File: config.mk
export PLATFORM = sky130hd
export DESIGN_NAME = processor
export DESIGN_NICKNAME = d
export VERILOG_FILES = /design/src/hw/proc_pkg.sv /design/src/hw/alu.sv /design/src/hw/fetch_stage.sv /design/src/hw/decode_stage.sv /design/src/hw/execute_stage.sv /design/src/hw/writeback_stage.sv /design/src/hw/processor.sv
export SDC_FILE = /design/constraint.sdc
export NUM_CORES = 1
export LEC_CHECK = 0
export BUFFER_PORTS_ARGS = -buffer_cell sky130_fd_sc_hd__buf_2
export CORE_AREA = 2 2 133 265
export DETAILED_ROUTE_END_ITERATION = 12
export DIE_AREA = 0 0 135 267
export PLACE_DENSITY = 0.8
export SYNTH_ARGS = -nofsm -noshare
export SYNTH_HDL_FRONTEND = slang
export SYNTH_SLANG_ARGS = --single-unit
File: constraint.sdc
create_clock -name clock -period 4.1 [get_ports clock]
set_input_delay 0.41 -clock clock [delete_from_list [all_inputs] [get_ports clock]]
set_output_delay 0.41 -clock clock [all_outputs]
set_load 0.1 [all_outputs]
File: src/hw/proc_pkg.sv
package proc_pkg;

    localparam int WORD_W = 32;    // datapath width
    localparam int REG_W  = 5;     // register number width
    localparam int IMM_W  = 17;    // i-type immediate field
    localparam int EXC_W  = 2;

    typedef logic [WORD_W-1:0] word_t;
    typedef logic [REG_W-1:0]  reg_idx_t;

    // instruction opcodes, bits 31:27
    typedef enum logic [4:0] {
        OP_RTYPE = 5'd0,
        OP_ADDI  = 5'd5,
        OP_SW    = 5'd7,
        OP_LW    = 5'd8
    } opcode_e;

    // r-type function, bits 6:2
    typedef enum logic [4:0] {
        ALU_ADD = 5'd0,
        ALU_SUB = 5'd1,
        ALU_AND = 5'd2,
        ALU_OR  = 5'd3,
        ALU_SLL = 5'd4,
        ALU_SRA = 5'd5
    } alu_op_e;

    typedef enum logic [EXC_W-1:0] {
        EXC_NONE = 2'd0,
        EXC_ADD  = 2'd1,    // add overflow
        EXC_ADDI = 2'd2,    // addi overflow
        EXC_SUB  = 2'd3     // sub overflow
    } exc_code_e;

    localparam reg_idx_t EXC_REG = 5'd30;    // exception codes land here

    // decode -> execute
    typedef struct packed {
        logic     valid;
        opcode_e  opcode;
        reg_idx_t rd;
        reg_idx_t shamt;
        alu_op_e  alu_op;
        word_t    imm;     // already sign extended
        word_t    a;       // rs value
        word_t    b;       // rt, or rd for sw
    } dx_t;

    // execute -> memory
    typedef struct packed {
        logic      valid;
        opcode_e   opcode;
        reg_idx_t  rd;
        word_t     result;
        word_t     store_data;
        exc_code_e exc;
    } xm_t;

    // memory -> writeback
    typedef struct packed {
        logic      valid;
        opcode_e   opcode;
        reg_idx_t  rd;
        word_t     result;
        word_t     load_data;
        exc_code_e exc;
    } mw_t;

endpackage

File: src/hw/alu.sv
module alu import proc_pkg::*; (
    input  word_t    a,
    input  word_t    b,
    input  alu_op_e  op,
    input  reg_idx_t shamt,
    output word_t    result,
    output logic     overflow
);

    word_t sum;
    word_t diff;
    logic  add_ovf;
    logic  sub_ovf;

    assign sum  = a + b;
    assign diff = a - b;

    // same-sign operands, result sign flipped
    assign add_ovf = (a[WORD_W-1] == b[WORD_W-1]) && (sum[WORD_W-1] != a[WORD_W-1]);
    // opposite signs, result takes b's sign
    assign sub_ovf = (a[WORD_W-1] != b[WORD_W-1]) && (diff[WORD_W-1] != a[WORD_W-1]);

    always_comb begin
        result   = '0;    // unknown functions give zero
        overflow = 1'b0;
        case (op)
            ALU_ADD: begin
                result   = sum;
                overflow = add_ovf;
            end
            ALU_SUB: begin
                result   = diff;
                overflow = sub_ovf;
            end
            ALU_AND: begin
                result = a & b;
            end
            ALU_OR: begin
                result = a | b;
            end
            ALU_SLL: begin
                result = a << shamt;    // shifts use a only
            end
            ALU_SRA: begin
                result = word_t'($signed(a) >>> shamt);
            end
            default: begin
                result   = '0;
                overflow = 1'b0;
            end
        endcase
    end

endmodule

File: src/hw/fetch_stage.sv
module fetch_stage import proc_pkg::*; #(
    parameter word_t RESET_PC = '0
) (
    input  logic  clock,
    input  logic  rst_n,
    input  word_t q_imem,      // instruction at pc, same cycle
    output word_t pc,
    output word_t fd_ir,
    output logic  fd_valid
);

    // program counter, no branches so it just counts
    always_ff @(posedge clock) begin
        if (!rst_n) begin
            pc <= RESET_PC;
        end else begin
            pc <= pc + word_t'(1);    // word addressed
        end
    end

    // fd pipeline register
    always_ff @(posedge clock) begin
        fd_ir <= q_imem;    // payload, no reset
    end

    // first real fetch happens the cycle after reset drops
    always_ff @(posedge clock) begin
        if (!rst_n) begin
            fd_valid <= 1'b0;
        end else begin
            fd_valid <= 1'b1;
        end
    end

endmodule

File: src/hw/decode_stage.sv
module decode_stage import proc_pkg::*; (
    input  logic     clock,
    input  logic     rst_n,
    input  word_t    fd_ir,
    input  logic     fd_valid,
    output reg_idx_t read_reg_a,
    output reg_idx_t read_reg_b,
    input  word_t    read_data_a,
    input  word_t    read_data_b,
    output dx_t      dx
);

    opcode_e  opcode;
    reg_idx_t rd;
    reg_idx_t rs;
    reg_idx_t rt;
    reg_idx_t shamt;
    alu_op_e  alu_op;
    word_t    imm;
    dx_t      dx_next;

    // field split, r and i types share opcode/rd/rs
    assign opcode = opcode_e'(fd_ir[31:27]);
    assign rd     = fd_ir[26:22];
    assign rs     = fd_ir[21:17];
    assign rt     = fd_ir[16:12];
    assign shamt  = fd_ir[11:7];
    assign alu_op = alu_op_e'(fd_ir[6:2]);
    assign imm    = {{(WORD_W-IMM_W){fd_ir[IMM_W-1]}}, fd_ir[IMM_W-1:0]};    // sign extend

    // port a always rs
    assign read_reg_a = rs;
    // sw stores rd, so it goes out on port b
    assign read_reg_b = (opcode == OP_SW) ? rd : rt;

    always_comb begin
        dx_next.valid  = fd_valid;
        dx_next.opcode = opcode;
        dx_next.rd     = rd;
        dx_next.shamt  = shamt;
        dx_next.alu_op = alu_op;
        dx_next.imm    = imm;
        dx_next.a      = read_data_a;    // regfile answers same cycle
        dx_next.b      = read_data_b;
    end

    // dx register, only valid is cleared
    always_ff @(posedge clock) begin
        dx <= dx_next;
        if (!rst_n) begin
            dx.valid <= 1'b0;
        end
    end

endmodule

File: src/hw/execute_stage.sv
module execute_stage import proc_pkg::*; (
    input  logic clock,
    input  logic rst_n,
    input  dx_t  dx,
    output xm_t  xm
);

    logic      use_imm;
    logic      is_rtype;
    word_t     alu_b;
    alu_op_e   alu_fn;
    word_t     alu_result;
    logic      alu_ovf;
    exc_code_e exc;
    xm_t       xm_next;

    assign is_rtype = (dx.opcode == OP_RTYPE);

    // addi and memory ops all add the immediate to rs
    assign use_imm = (dx.opcode == OP_ADDI) || (dx.opcode == OP_LW) || (dx.opcode == OP_SW);
    assign alu_b   = use_imm ? dx.imm : dx.b;
    assign alu_fn  = use_imm ? ALU_ADD : dx.alu_op;

    alu alu_i (
        .a        (dx.a),
        .b        (alu_b),
        .op       (alu_fn),
        .shamt    (dx.shamt),
        .result   (alu_result),
        .overflow (alu_ovf)
    );

    // overflow only counts for add, addi and sub
    always_comb begin
        exc = EXC_NONE;
        if (alu_ovf) begin
            if (is_rtype && dx.alu_op == ALU_ADD) begin
                exc = EXC_ADD;
            end else if (dx.opcode == OP_ADDI) begin
                exc = EXC_ADDI;
            end else if (is_rtype && dx.alu_op == ALU_SUB) begin
                exc = EXC_SUB;
            end
        end
    end

    always_comb begin
        xm_next.valid      = dx.valid;
        xm_next.opcode     = dx.opcode;
        xm_next.rd         = dx.rd;
        xm_next.result     = alu_result;    // also the dmem address
        xm_next.store_data = dx.b;          // rd value for sw
        xm_next.exc        = exc;
    end

    // xm register
    always_ff @(posedge clock) begin
        xm <= xm_next;
        if (!rst_n) begin
            xm.valid <= 1'b0;
        end
    end

endmodule

File: src/hw/writeback_stage.sv
module writeback_stage import proc_pkg::*; (
    input  logic     clock,
    input  logic     rst_n,
    input  xm_t      xm,
    input  word_t    q_dmem,         // load data, valid during memory cycle
    output logic     write_enable,
    output reg_idx_t write_reg,
    output word_t    write_data
);

    mw_t  mw;
    mw_t  mw_next;
    logic has_exc;
    logic writes_rd;

    always_comb begin
        mw_next.valid     = xm.valid;
        mw_next.opcode    = xm.opcode;
        mw_next.rd        = xm.rd;
        mw_next.result    = xm.result;
        mw_next.load_data = q_dmem;
        mw_next.exc       = xm.exc;
    end

    // mw register
    always_ff @(posedge clock) begin
        mw <= mw_next;
        if (!rst_n) begin
            mw.valid <= 1'b0;
        end
    end

    assign has_exc = (mw.exc != EXC_NONE);

    // sw writes nothing back
    assign writes_rd = (mw.opcode == OP_RTYPE) || (mw.opcode == OP_ADDI)
                    || (mw.opcode == OP_LW);

    assign write_enable = mw.valid && writes_rd;

    // exception redirects to r30 with the code as data
    assign write_reg = has_exc ? EXC_REG : mw.rd;

    always_comb begin
        if (has_exc) begin
            write_data = {{(WORD_W-EXC_W){1'b0}}, mw.exc};    // zero extend code
        end else if (mw.opcode == OP_LW) begin
            write_data = mw.load_data;
        end else begin
            write_data = mw.result;
        end
    end

endmodule

File: src/hw/processor.sv
module processor import proc_pkg::*; #(
    parameter word_t RESET_PC = '0
) (
    input  logic     clock,
    input  logic     rst_n,
    // imem
    output word_t    address_imem,
    input  word_t    q_imem,
    // dmem
    output word_t    address_dmem,
    output word_t    data,
    output logic     wren,
    input  word_t    q_dmem,
    // regfile
    output logic     ctrl_write_enable,
    output reg_idx_t ctrl_write_reg,
    output reg_idx_t ctrl_read_reg_a,
    output reg_idx_t ctrl_read_reg_b,
    output word_t    data_write_reg,
    input  word_t    data_read_reg_a,
    input  word_t    data_read_reg_b
);

    word_t fd_ir;
    logic  fd_valid;
    dx_t   dx;
    xm_t   xm;

    fetch_stage #(
        .RESET_PC (RESET_PC)
    ) fetch_stage_i (
        .clock    (clock),
        .rst_n    (rst_n),
        .q_imem   (q_imem),
        .pc       (address_imem),    // pc goes straight to imem
        .fd_ir    (fd_ir),
        .fd_valid (fd_valid)
    );

    decode_stage decode_stage_i (
        .clock       (clock),
        .rst_n       (rst_n),
        .fd_ir       (fd_ir),
        .fd_valid    (fd_valid),
        .read_reg_a  (ctrl_read_reg_a),
        .read_reg_b  (ctrl_read_reg_b),
        .read_data_a (data_read_reg_a),
        .read_data_b (data_read_reg_b),
        .dx          (dx)
    );

    execute_stage execute_stage_i (
        .clock (clock),
        .rst_n (rst_n),
        .dx    (dx),
        .xm    (xm)
    );

    // memory stage is just the dmem ports
    assign address_dmem = xm.result;
    assign data         = xm.store_data;
    assign wren         = xm.valid && (xm.opcode == OP_SW);

    writeback_stage writeback_stage_i (
        .clock        (clock),
        .rst_n        (rst_n),
        .xm           (xm),
        .q_dmem       (q_dmem),
        .write_enable (ctrl_write_enable),
        .write_reg    (ctrl_write_reg),
        .write_data   (data_write_reg)
    );

endmodule

==> results of run 1 <==
final cells by class:
type	count	area, um2	share of cell area
multi-input cells	1378	10300	0.449
clock inverters	16	205	0.00892
diodes	1	2.50	0.000109
inverters	102	383	0.0167
repair buffers	653	4600	0.200
clock buffers	32	693	0.0301
flip-flops and latches	311	6230	0.271
well taps	441	552	0.0240
sequential cells by signal, summed over array words and instances, names as in the netlist:
register                cells
execute_stage_i.xm         77
decode_stage_i.dx          92
fetch_stage_i.fd_ir        32
fetch_stage_i.pc           32
writeback_stage_i.mw       77
fetch_stage_i.fd_valid      1
power groups by stage:
stage | Sequential, mW | Clock, mW | Combinational, mW
floorplan | 3.40 | 0 | 2.09
global placement | 3.44 | 0 | 2.92
detailed placement | 3.45 | 0 | 2.94
CTS | 3.38 | 2.65 | 3.07
global route | 3.40 | 2.77 | 3.36
finish | 3.39 | 2.63 | 3.24
worst min path at each step:
| stage | from | endpoint | slack (ns) | depth (start not counted) |
|---|---|---|---|---|
| floorplan | fetch_stage_i.fd_ir[7] | decode_stage_i.dx[101] | 0.31 | 0 |
| global placement | execute_stage_i.xm[0] | writeback_stage_i.mw[0] | 0.31 | 0 |
| detailed placement | fetch_stage_i.fd_ir[4] | decode_stage_i.dx[98] | 0.31 | 0 |
| CTS | rst_n | fetch_stage_i.fd_valid | 0.25 | 1 |
| global route | rst_n | fetch_stage_i.fd_valid | 0.27 | 1 |
| finish | rst_n | fetch_stage_i.fd_valid | 0.25 | 1 |
cells in the mapped netlist, drive strengths merged (16+ instances only):
master and count:
ha 104, o211ai 33, nand3 35, a21o 32, o21ai 116, mux2i 51, inv 101, nor3 32
mux4 51, a21oi 139, nand2 232, mux2 21, buf 129, dfxtp 311, a211oi 28, or3 17
o21bai 16, o22ai 16, nor2 142, and2 38, clkbuf 60, xnor2 18
timing repair:
item,CTS,global route
setup endpoints to repair,20,23
gates cloned,0,0
pin swaps,2,23
endpoints found under the hold margin,128,0
resized for setup,27,97
hold buffers,128,0
setup buffers,2,8
layout by cell type (no fill, tap or decap), drive strengths merged, types with 7 or more instances in the layout:
master / n
a221o: 15
o22ai: 16
nor4: 13
mux2: 21
nand2b: 14
o31ai: 12
or2: 7
o221ai: 15
nor3: 32
o21bai: 16
o2111ai: 7
xor2: 7
o21ai: 116
a31oi: 10
nand4: 15
inv: 103
a211o: 12
buf: 525
clkbuf: 32
a21oi: 139
xnor2: 18
o211ai: 33
dlygate4sd3: 128
nand3: 35
nor2b: 15
nor2: 142
a21o: 32
nand2: 232
mux4: 51
ha: 104
dfxtp: 311
and3: 13
mux2i: 51
or3: 17
a211oi: 28
and2: 38
o21a: 12
a221oi: 15
clkinv: 10
routing by layer:
layer / global-route usage / up-vias
met5: 0 / -
met4: 0.372 / 0
met3: 0.0606 / 356
met2: 0.725 / 995
met1: 0.387 / 8403
li1: - / 7999
logic make-up after synthesis:
group	after synthesis
AO/OA/AOI/OAI	527
XOR/XNOR	25
adder cells (fa/ha/maj)	106
buffers and inverters	291
flip-flops	311
multiplexers	123
AND/OR/NAND/NOR	597
stage by stage:
stage          hold WS, ns  total power, mW  area, um2  std cells   util
3_5_place_dp         0.313             6.38      20200       2747  0.593
5_1_grt              0.271             9.53      23000       2934  0.674
3_3_place_gp         0.311             6.36      20200       2747  0.593
2_1_floorplan        0.310             5.49      17500       1980      -
6_report             0.252             9.25      23000       2934  0.674
4_1_cts              0.246             9.10      22500       2925  0.661
==> out/qor.yml, run 1 <==
synth_simple_gate_area_frac: 0.159
synthXorXnorAreaFrac: 0.0125
drt_iter0_drc: 1476
htree_levels: 1
place.gp.congestion: 1.08
path_buf_inv: 6
synthAdderAreaFrac: 0.0765
grt_use_total: 0.404
io_buffers: 274
rr_endpoint: "execute_stage_i.xm[62]"
drt_wl_total_um: 75200
synthTopCellsByArea: "dfxtp_1 36%, ha_1 7.4%, mux4_2 5.4%"
grt_overflow: 0
fin_crit_sh: 0.992
reg2reg_from: "decode_stage_i.dx[113]"
maxSlewHeadroom: 0.262
rsz0062_at_grt: "yes"
critPathKind: "reg -> reg"
cp.arrival_ns: 4.57
synth_ff_type: "dfxtp_1"
wire_per_inst_um: 25.6
cts-root-buf: "clkbuf_16"
cts_made_buffers: 26
ios: 275
setup_violations: 0
route.met2.wl_um: 38000
worst-path-stages: 18
p_sw_mw: 3.53
reg2reg_depth: 18
die-area_um2: 36000
syn_inst: 1980
maxUsedRoutingLayer: "met4"
cp-endpoint: "execute_stage_i.xm[62]"
fillers: 2710
seqPwrFrac: 0.366
combPwrFrac: 0.350
cts_sinks: 311
synth_top_area_frac: 0.355
synthMuxAreaShare: 0.111
grt_pass1_wl_um: 108000
yosys_warnings: 0
chipWidth_um: 135
worst-slew-pin-transition_ns: 1.11
synth_edf_count: 0
cts_max_path_buffers: 3
core_region_area_um2: 34100
maxSlewViolCount: 0
fin_skew_ns: 0.0114
grt_pass1_vias: 18100
firstDrtPassIters: 6
via_count: 17800
irDropWorstVdd_uv: 389
met3_length_um: 5210
num_rows: 96
p_int_mw: 5.72
drive_gt1_frac: 0.301
setup_tns_ns: 0
power_density_nw_per_um2: 402
antenna_found_initial: 1
synth_area_um2: 17500
vias_per_cell: 6.05
ys_types: 94
crit_path_start: "decode_stage_i.dx[113]"
worst_setup_path_end_kind: "flop"
postLayoutSetupSlackWorst_ns: 0.0335
crit_path_top_delay_cell: "or4b_4"
ys_seq_area_frac: 0.355
grt_max_degree: 80
critical_path.top_delay_family: "compound AO/OA/AOI/OAI gates"
cts_tree: "yes"
drcViolationCount: 0
wl_met1_um: 23500
syn2layout_area_growth_pct: 31.2
hpwl_um: 56300
synth_compound_gate_area_share: 0.201
path_cells: "or4b_4, a21o_1, buf_4, buf_4, nand2_2, nand2_2, inv_2, ha_4, or3_4, o22ai_2, buf_6, o211ai_1, buf_4, a2111oi_4, buf_4, o2bb2ai_2, o221a_2, o21ai_1"
postRouteAntennaNets: 0
synth_top_family_by_area: "compound AO/OA/AOI/OAI gates"
cp_max_fo: 7
cpPeakStageDelay_ns: 0.58
startpoint_type: "flop"
initial_core_util: 0.514
path_clk_slew_ns: 0.07
hold_class: "in -> reg"
power_switching_share: 0.382
yosys.area.top_type: "dfxtp_1"
place_ws_ns: -0.711
status: "complete, no violations"
p_leak_nw: 10.5
pwr-share-clk: 0.284
path_common_cell: "buf_4"
nets: 2708
ys_async_sr_fraction: 0
clk_latency_ns: 0.57
dieHeight_um: 267
syn_nets: 2216
fmax_ghz: 0.246
final_hold_viol_count: 0
cp.required_ns: 4.60
reg2reg_slack_ns: 0.03
cap_viol_max_count: 0
synth_seq_cells: 311
avgSynthCellArea_um2: 8.85
post-route-min-period_ns: 4.07
Power figures use the tool's default switching activity.
==> run 2, diff against run 1 <==
CTS_BUF_LIST = sky130_fd_sc_hd__clkbuf_16   (was default)
CTS_CLUSTER_DIAMETER = 200   (was default)
==> out/qor.yml, run 2 (synthesized netlist as in run 1, its figures left out) <==
top_usage_layer: "met2"
status: "complete, no violations"
grt_max_degree: 80  # unchanged
hold_class: "in -> reg"
cts_made_buffers: 26  # unchanged
postRouteAntennaNets: 0  # unchanged
drt_wl_total_um: 75500  # +0.41%
grt_overflow: 0  # unchanged
initial_core_util: 0.514  # unchanged
fmax_ghz: 0.246  # about the same
die-area_um2: 36000  # unchanged
p_int_mw: 5.67  # -0.83%
cp.arrival_ns: 4.51  # -0.06 ns
grt_use_total: 0.404  # about the same
cp_max_fo: 7  # unchanged
antenna_found_initial: 1  # unchanged
cts_tree: "yes"
htree_levels: 1  # unchanged
startpoint_type: "flop"
place.gp.congestion: 1.08  # unchanged
num_rows: 96  # unchanged
layout_common_cells: "307 x dfxtp_1, 274 x buf_2, 242 x buf_4"
power_switching_share: 0.384  # +0.00218
drcViolationCount: 0  # unchanged
regMostFlops: "decode_stage_i.dx"
gr-usage-met3: 0.0619  # +0.00133
grt_util_met2: 0.727  # +0.00110
nets: 2708  # unchanged
rsz0062_at_grt: "yes"
fin_area_um2: 23000  # about the same
p_leak_nw: 10.5  # about the same
grt_pass1_vias: 18200  # +0.16%
dpl-instance-area_um2: 20200  # unchanged
cap_viol_max_count: 0  # unchanged
critPathKind: "reg -> reg"
path_clk_slew_ns: 0.07  # about the same
fillers: 2706  # -0.15%
wire_per_inst_um: 25.7  # +0.37%
fin_crit_sh: 0.992  # about the same
finalPower_mw: 9.21  # -0.48%
setup_violations: 0  # unchanged
clk_latency_ns: 0.57  # about the same
via_count: 17800  # +0.12%
layout_commonest_cell: "dfxtp_1"
core_region_area_um2: 34100  # unchanged
grtUsageMet1: 0.386  # -0.00117
p_sw_mw: 3.54  # about the same
post-route-min-period_ns: 4.07  # +0.00173 ns
ios: 275  # unchanged
chipWidth_um: 135  # unchanged
cts-root-buf: "clkbuf_16"
critical_path.top_delay_family: "compound AO/OA/AOI/OAI gates"
timing.hold.ws_ns: 0.262  # +0.00922 ns
path_buf_inv: 3  # -3
power_density_nw_per_um2: 401  # -0.39%
worst-slew-pin-transition_ns: 1.08  # -0.0274 ns
maxSlewViolCount: 0  # unchanged
utilization: 0.673  # about the same
drt_iter0_drc: 1459  # -1.2%
worst_setup_path_end_kind: "flop"
grt_pass1_wl_um: 108000  # about the same
final_hold_viol_count: 0  # unchanged
vias_per_cell: 6.06  # about the same
cpPeakStageDelay_ns: 0.58  # about the same
path_cells: "or4b_4, a21o_1, buf_4, buf_4, nand2_1, nand2_1, inv_1, ha_1, nor2b_2, o21ai_0, a31oi_1, or3_1, a21oi_2, o31ai_2, a221o_1, a221o_1"
seqPwrFrac: 0.368  # +0.002
pwr-share-clk: 0.281  # -0.003
fin_skew_ns: 0.0118  # +0.000357 ns
cts_max_path_buffers: 3  # unchanged
dieHeight_um: 267  # unchanged
syn2layout_area_growth_pct: 31.1  # about the same
cts_sinks: 311  # unchanged
crit_path_top_delay_cell: "or4b_4"
top_regs: "decode_stage_i.dx x92, execute_stage_i.xm x77, writeback_stage_i.mw x77"
combPwrFrac: 0.352  # +0.002
largest_register_ffs: 92  # unchanged
hpwl_um: 56300  # unchanged
firstDrtPassIters: 5  # -1
io_buffers: 274  # unchanged
drive_gt1_frac: 0.300  # -0.00120
irDropWorstVdd_uv: 400  # +2.8%
cp.required_ns: 4.54  # -0.06 ns
maxSlewHeadroom: 0.281  # +0.0183
[run 2: cell types whose count changed in the layout (fill, tap and decap cells not counted)]
cell	delta
clkbuf_8	-2
inv_1	+4
o21bai_2	-1
clkbuf_1	-4
clkinv_1	+2
o21bai_1	+1
diode_2	+1
[run 2: power groups by stage]
stage,combinational [mW],clock (mW),sequential [mW]
global placement,2.92,0,3.44
global route,3.36,2.72,3.40
CTS,3.07,2.61,3.38
finish,3.24,2.58,3.39
floorplan,2.09,0,3.40
detailed placement,2.94,0,3.45
[run 2: per-layer routing]
metal / wire, um / part of all wire / up-vias
met5: 0 / 0 / -
met4: 8430 / 0.11 / 0
met3: 4990 / 0.066 / 371
met2: 38200 / 0.51 / 976
met1: 23800 / 0.32 / 8430
li1: - / - / 7997
[run 2: repair_timing]
action,CTS,global route
gates resized for setup,27,96
hold endpoints to repair,128,0
pin swaps,2,23
endpoints found under the setup margin,20,23
hold buffers,128,0
setup buffers,2,8
gates cloned,0,0
[run 2: per-stage QoR]
stage	setup WS, ns	cells	TNS (ns)
after floorplan	0.000488	1980	0
after global placement	-0.664	2747	-3.34
after detailed placement	-0.711	2747	-4.57
after CTS	-0.0252	2925	-0.0252
after global routing	-0.0658	2934	-0.157
final	0.0318	2935	0
[run 2: path summary, 6_finish.rpt]
| path | cells after the start | slack, ns | end | startpoint |
|---|---|---|---|---|
| setup / recovery | 16 | 0.03 | execute_stage_i.xm[47] | decode_stage_i.dx[113] |
| hold / removal | 1 | 0.26 | fetch_stage_i.fd_valid | rst_n |
| setup reg to reg | 16 | 0.03 | execute_stage_i.xm[47] | decode_stage_i.dx[113] |
| hold reg to reg | 0 | 0.33 | writeback_stage_i.mw[69] | execute_stage_i.xm[69] |
[run 2: final cells by class]
class	count	area (um2)	share of cell area
flip-flops and latches	311	6230	0.271
diodes	2	5.00	0.000218
well taps	441	552	0.0240
inverters	102	383	0.0167
clock inverters	22	228	0.00991
multi-input cells	1378	10300	0.449
repair buffers	653	4600	0.200
clock buffers	26	651	0.0283
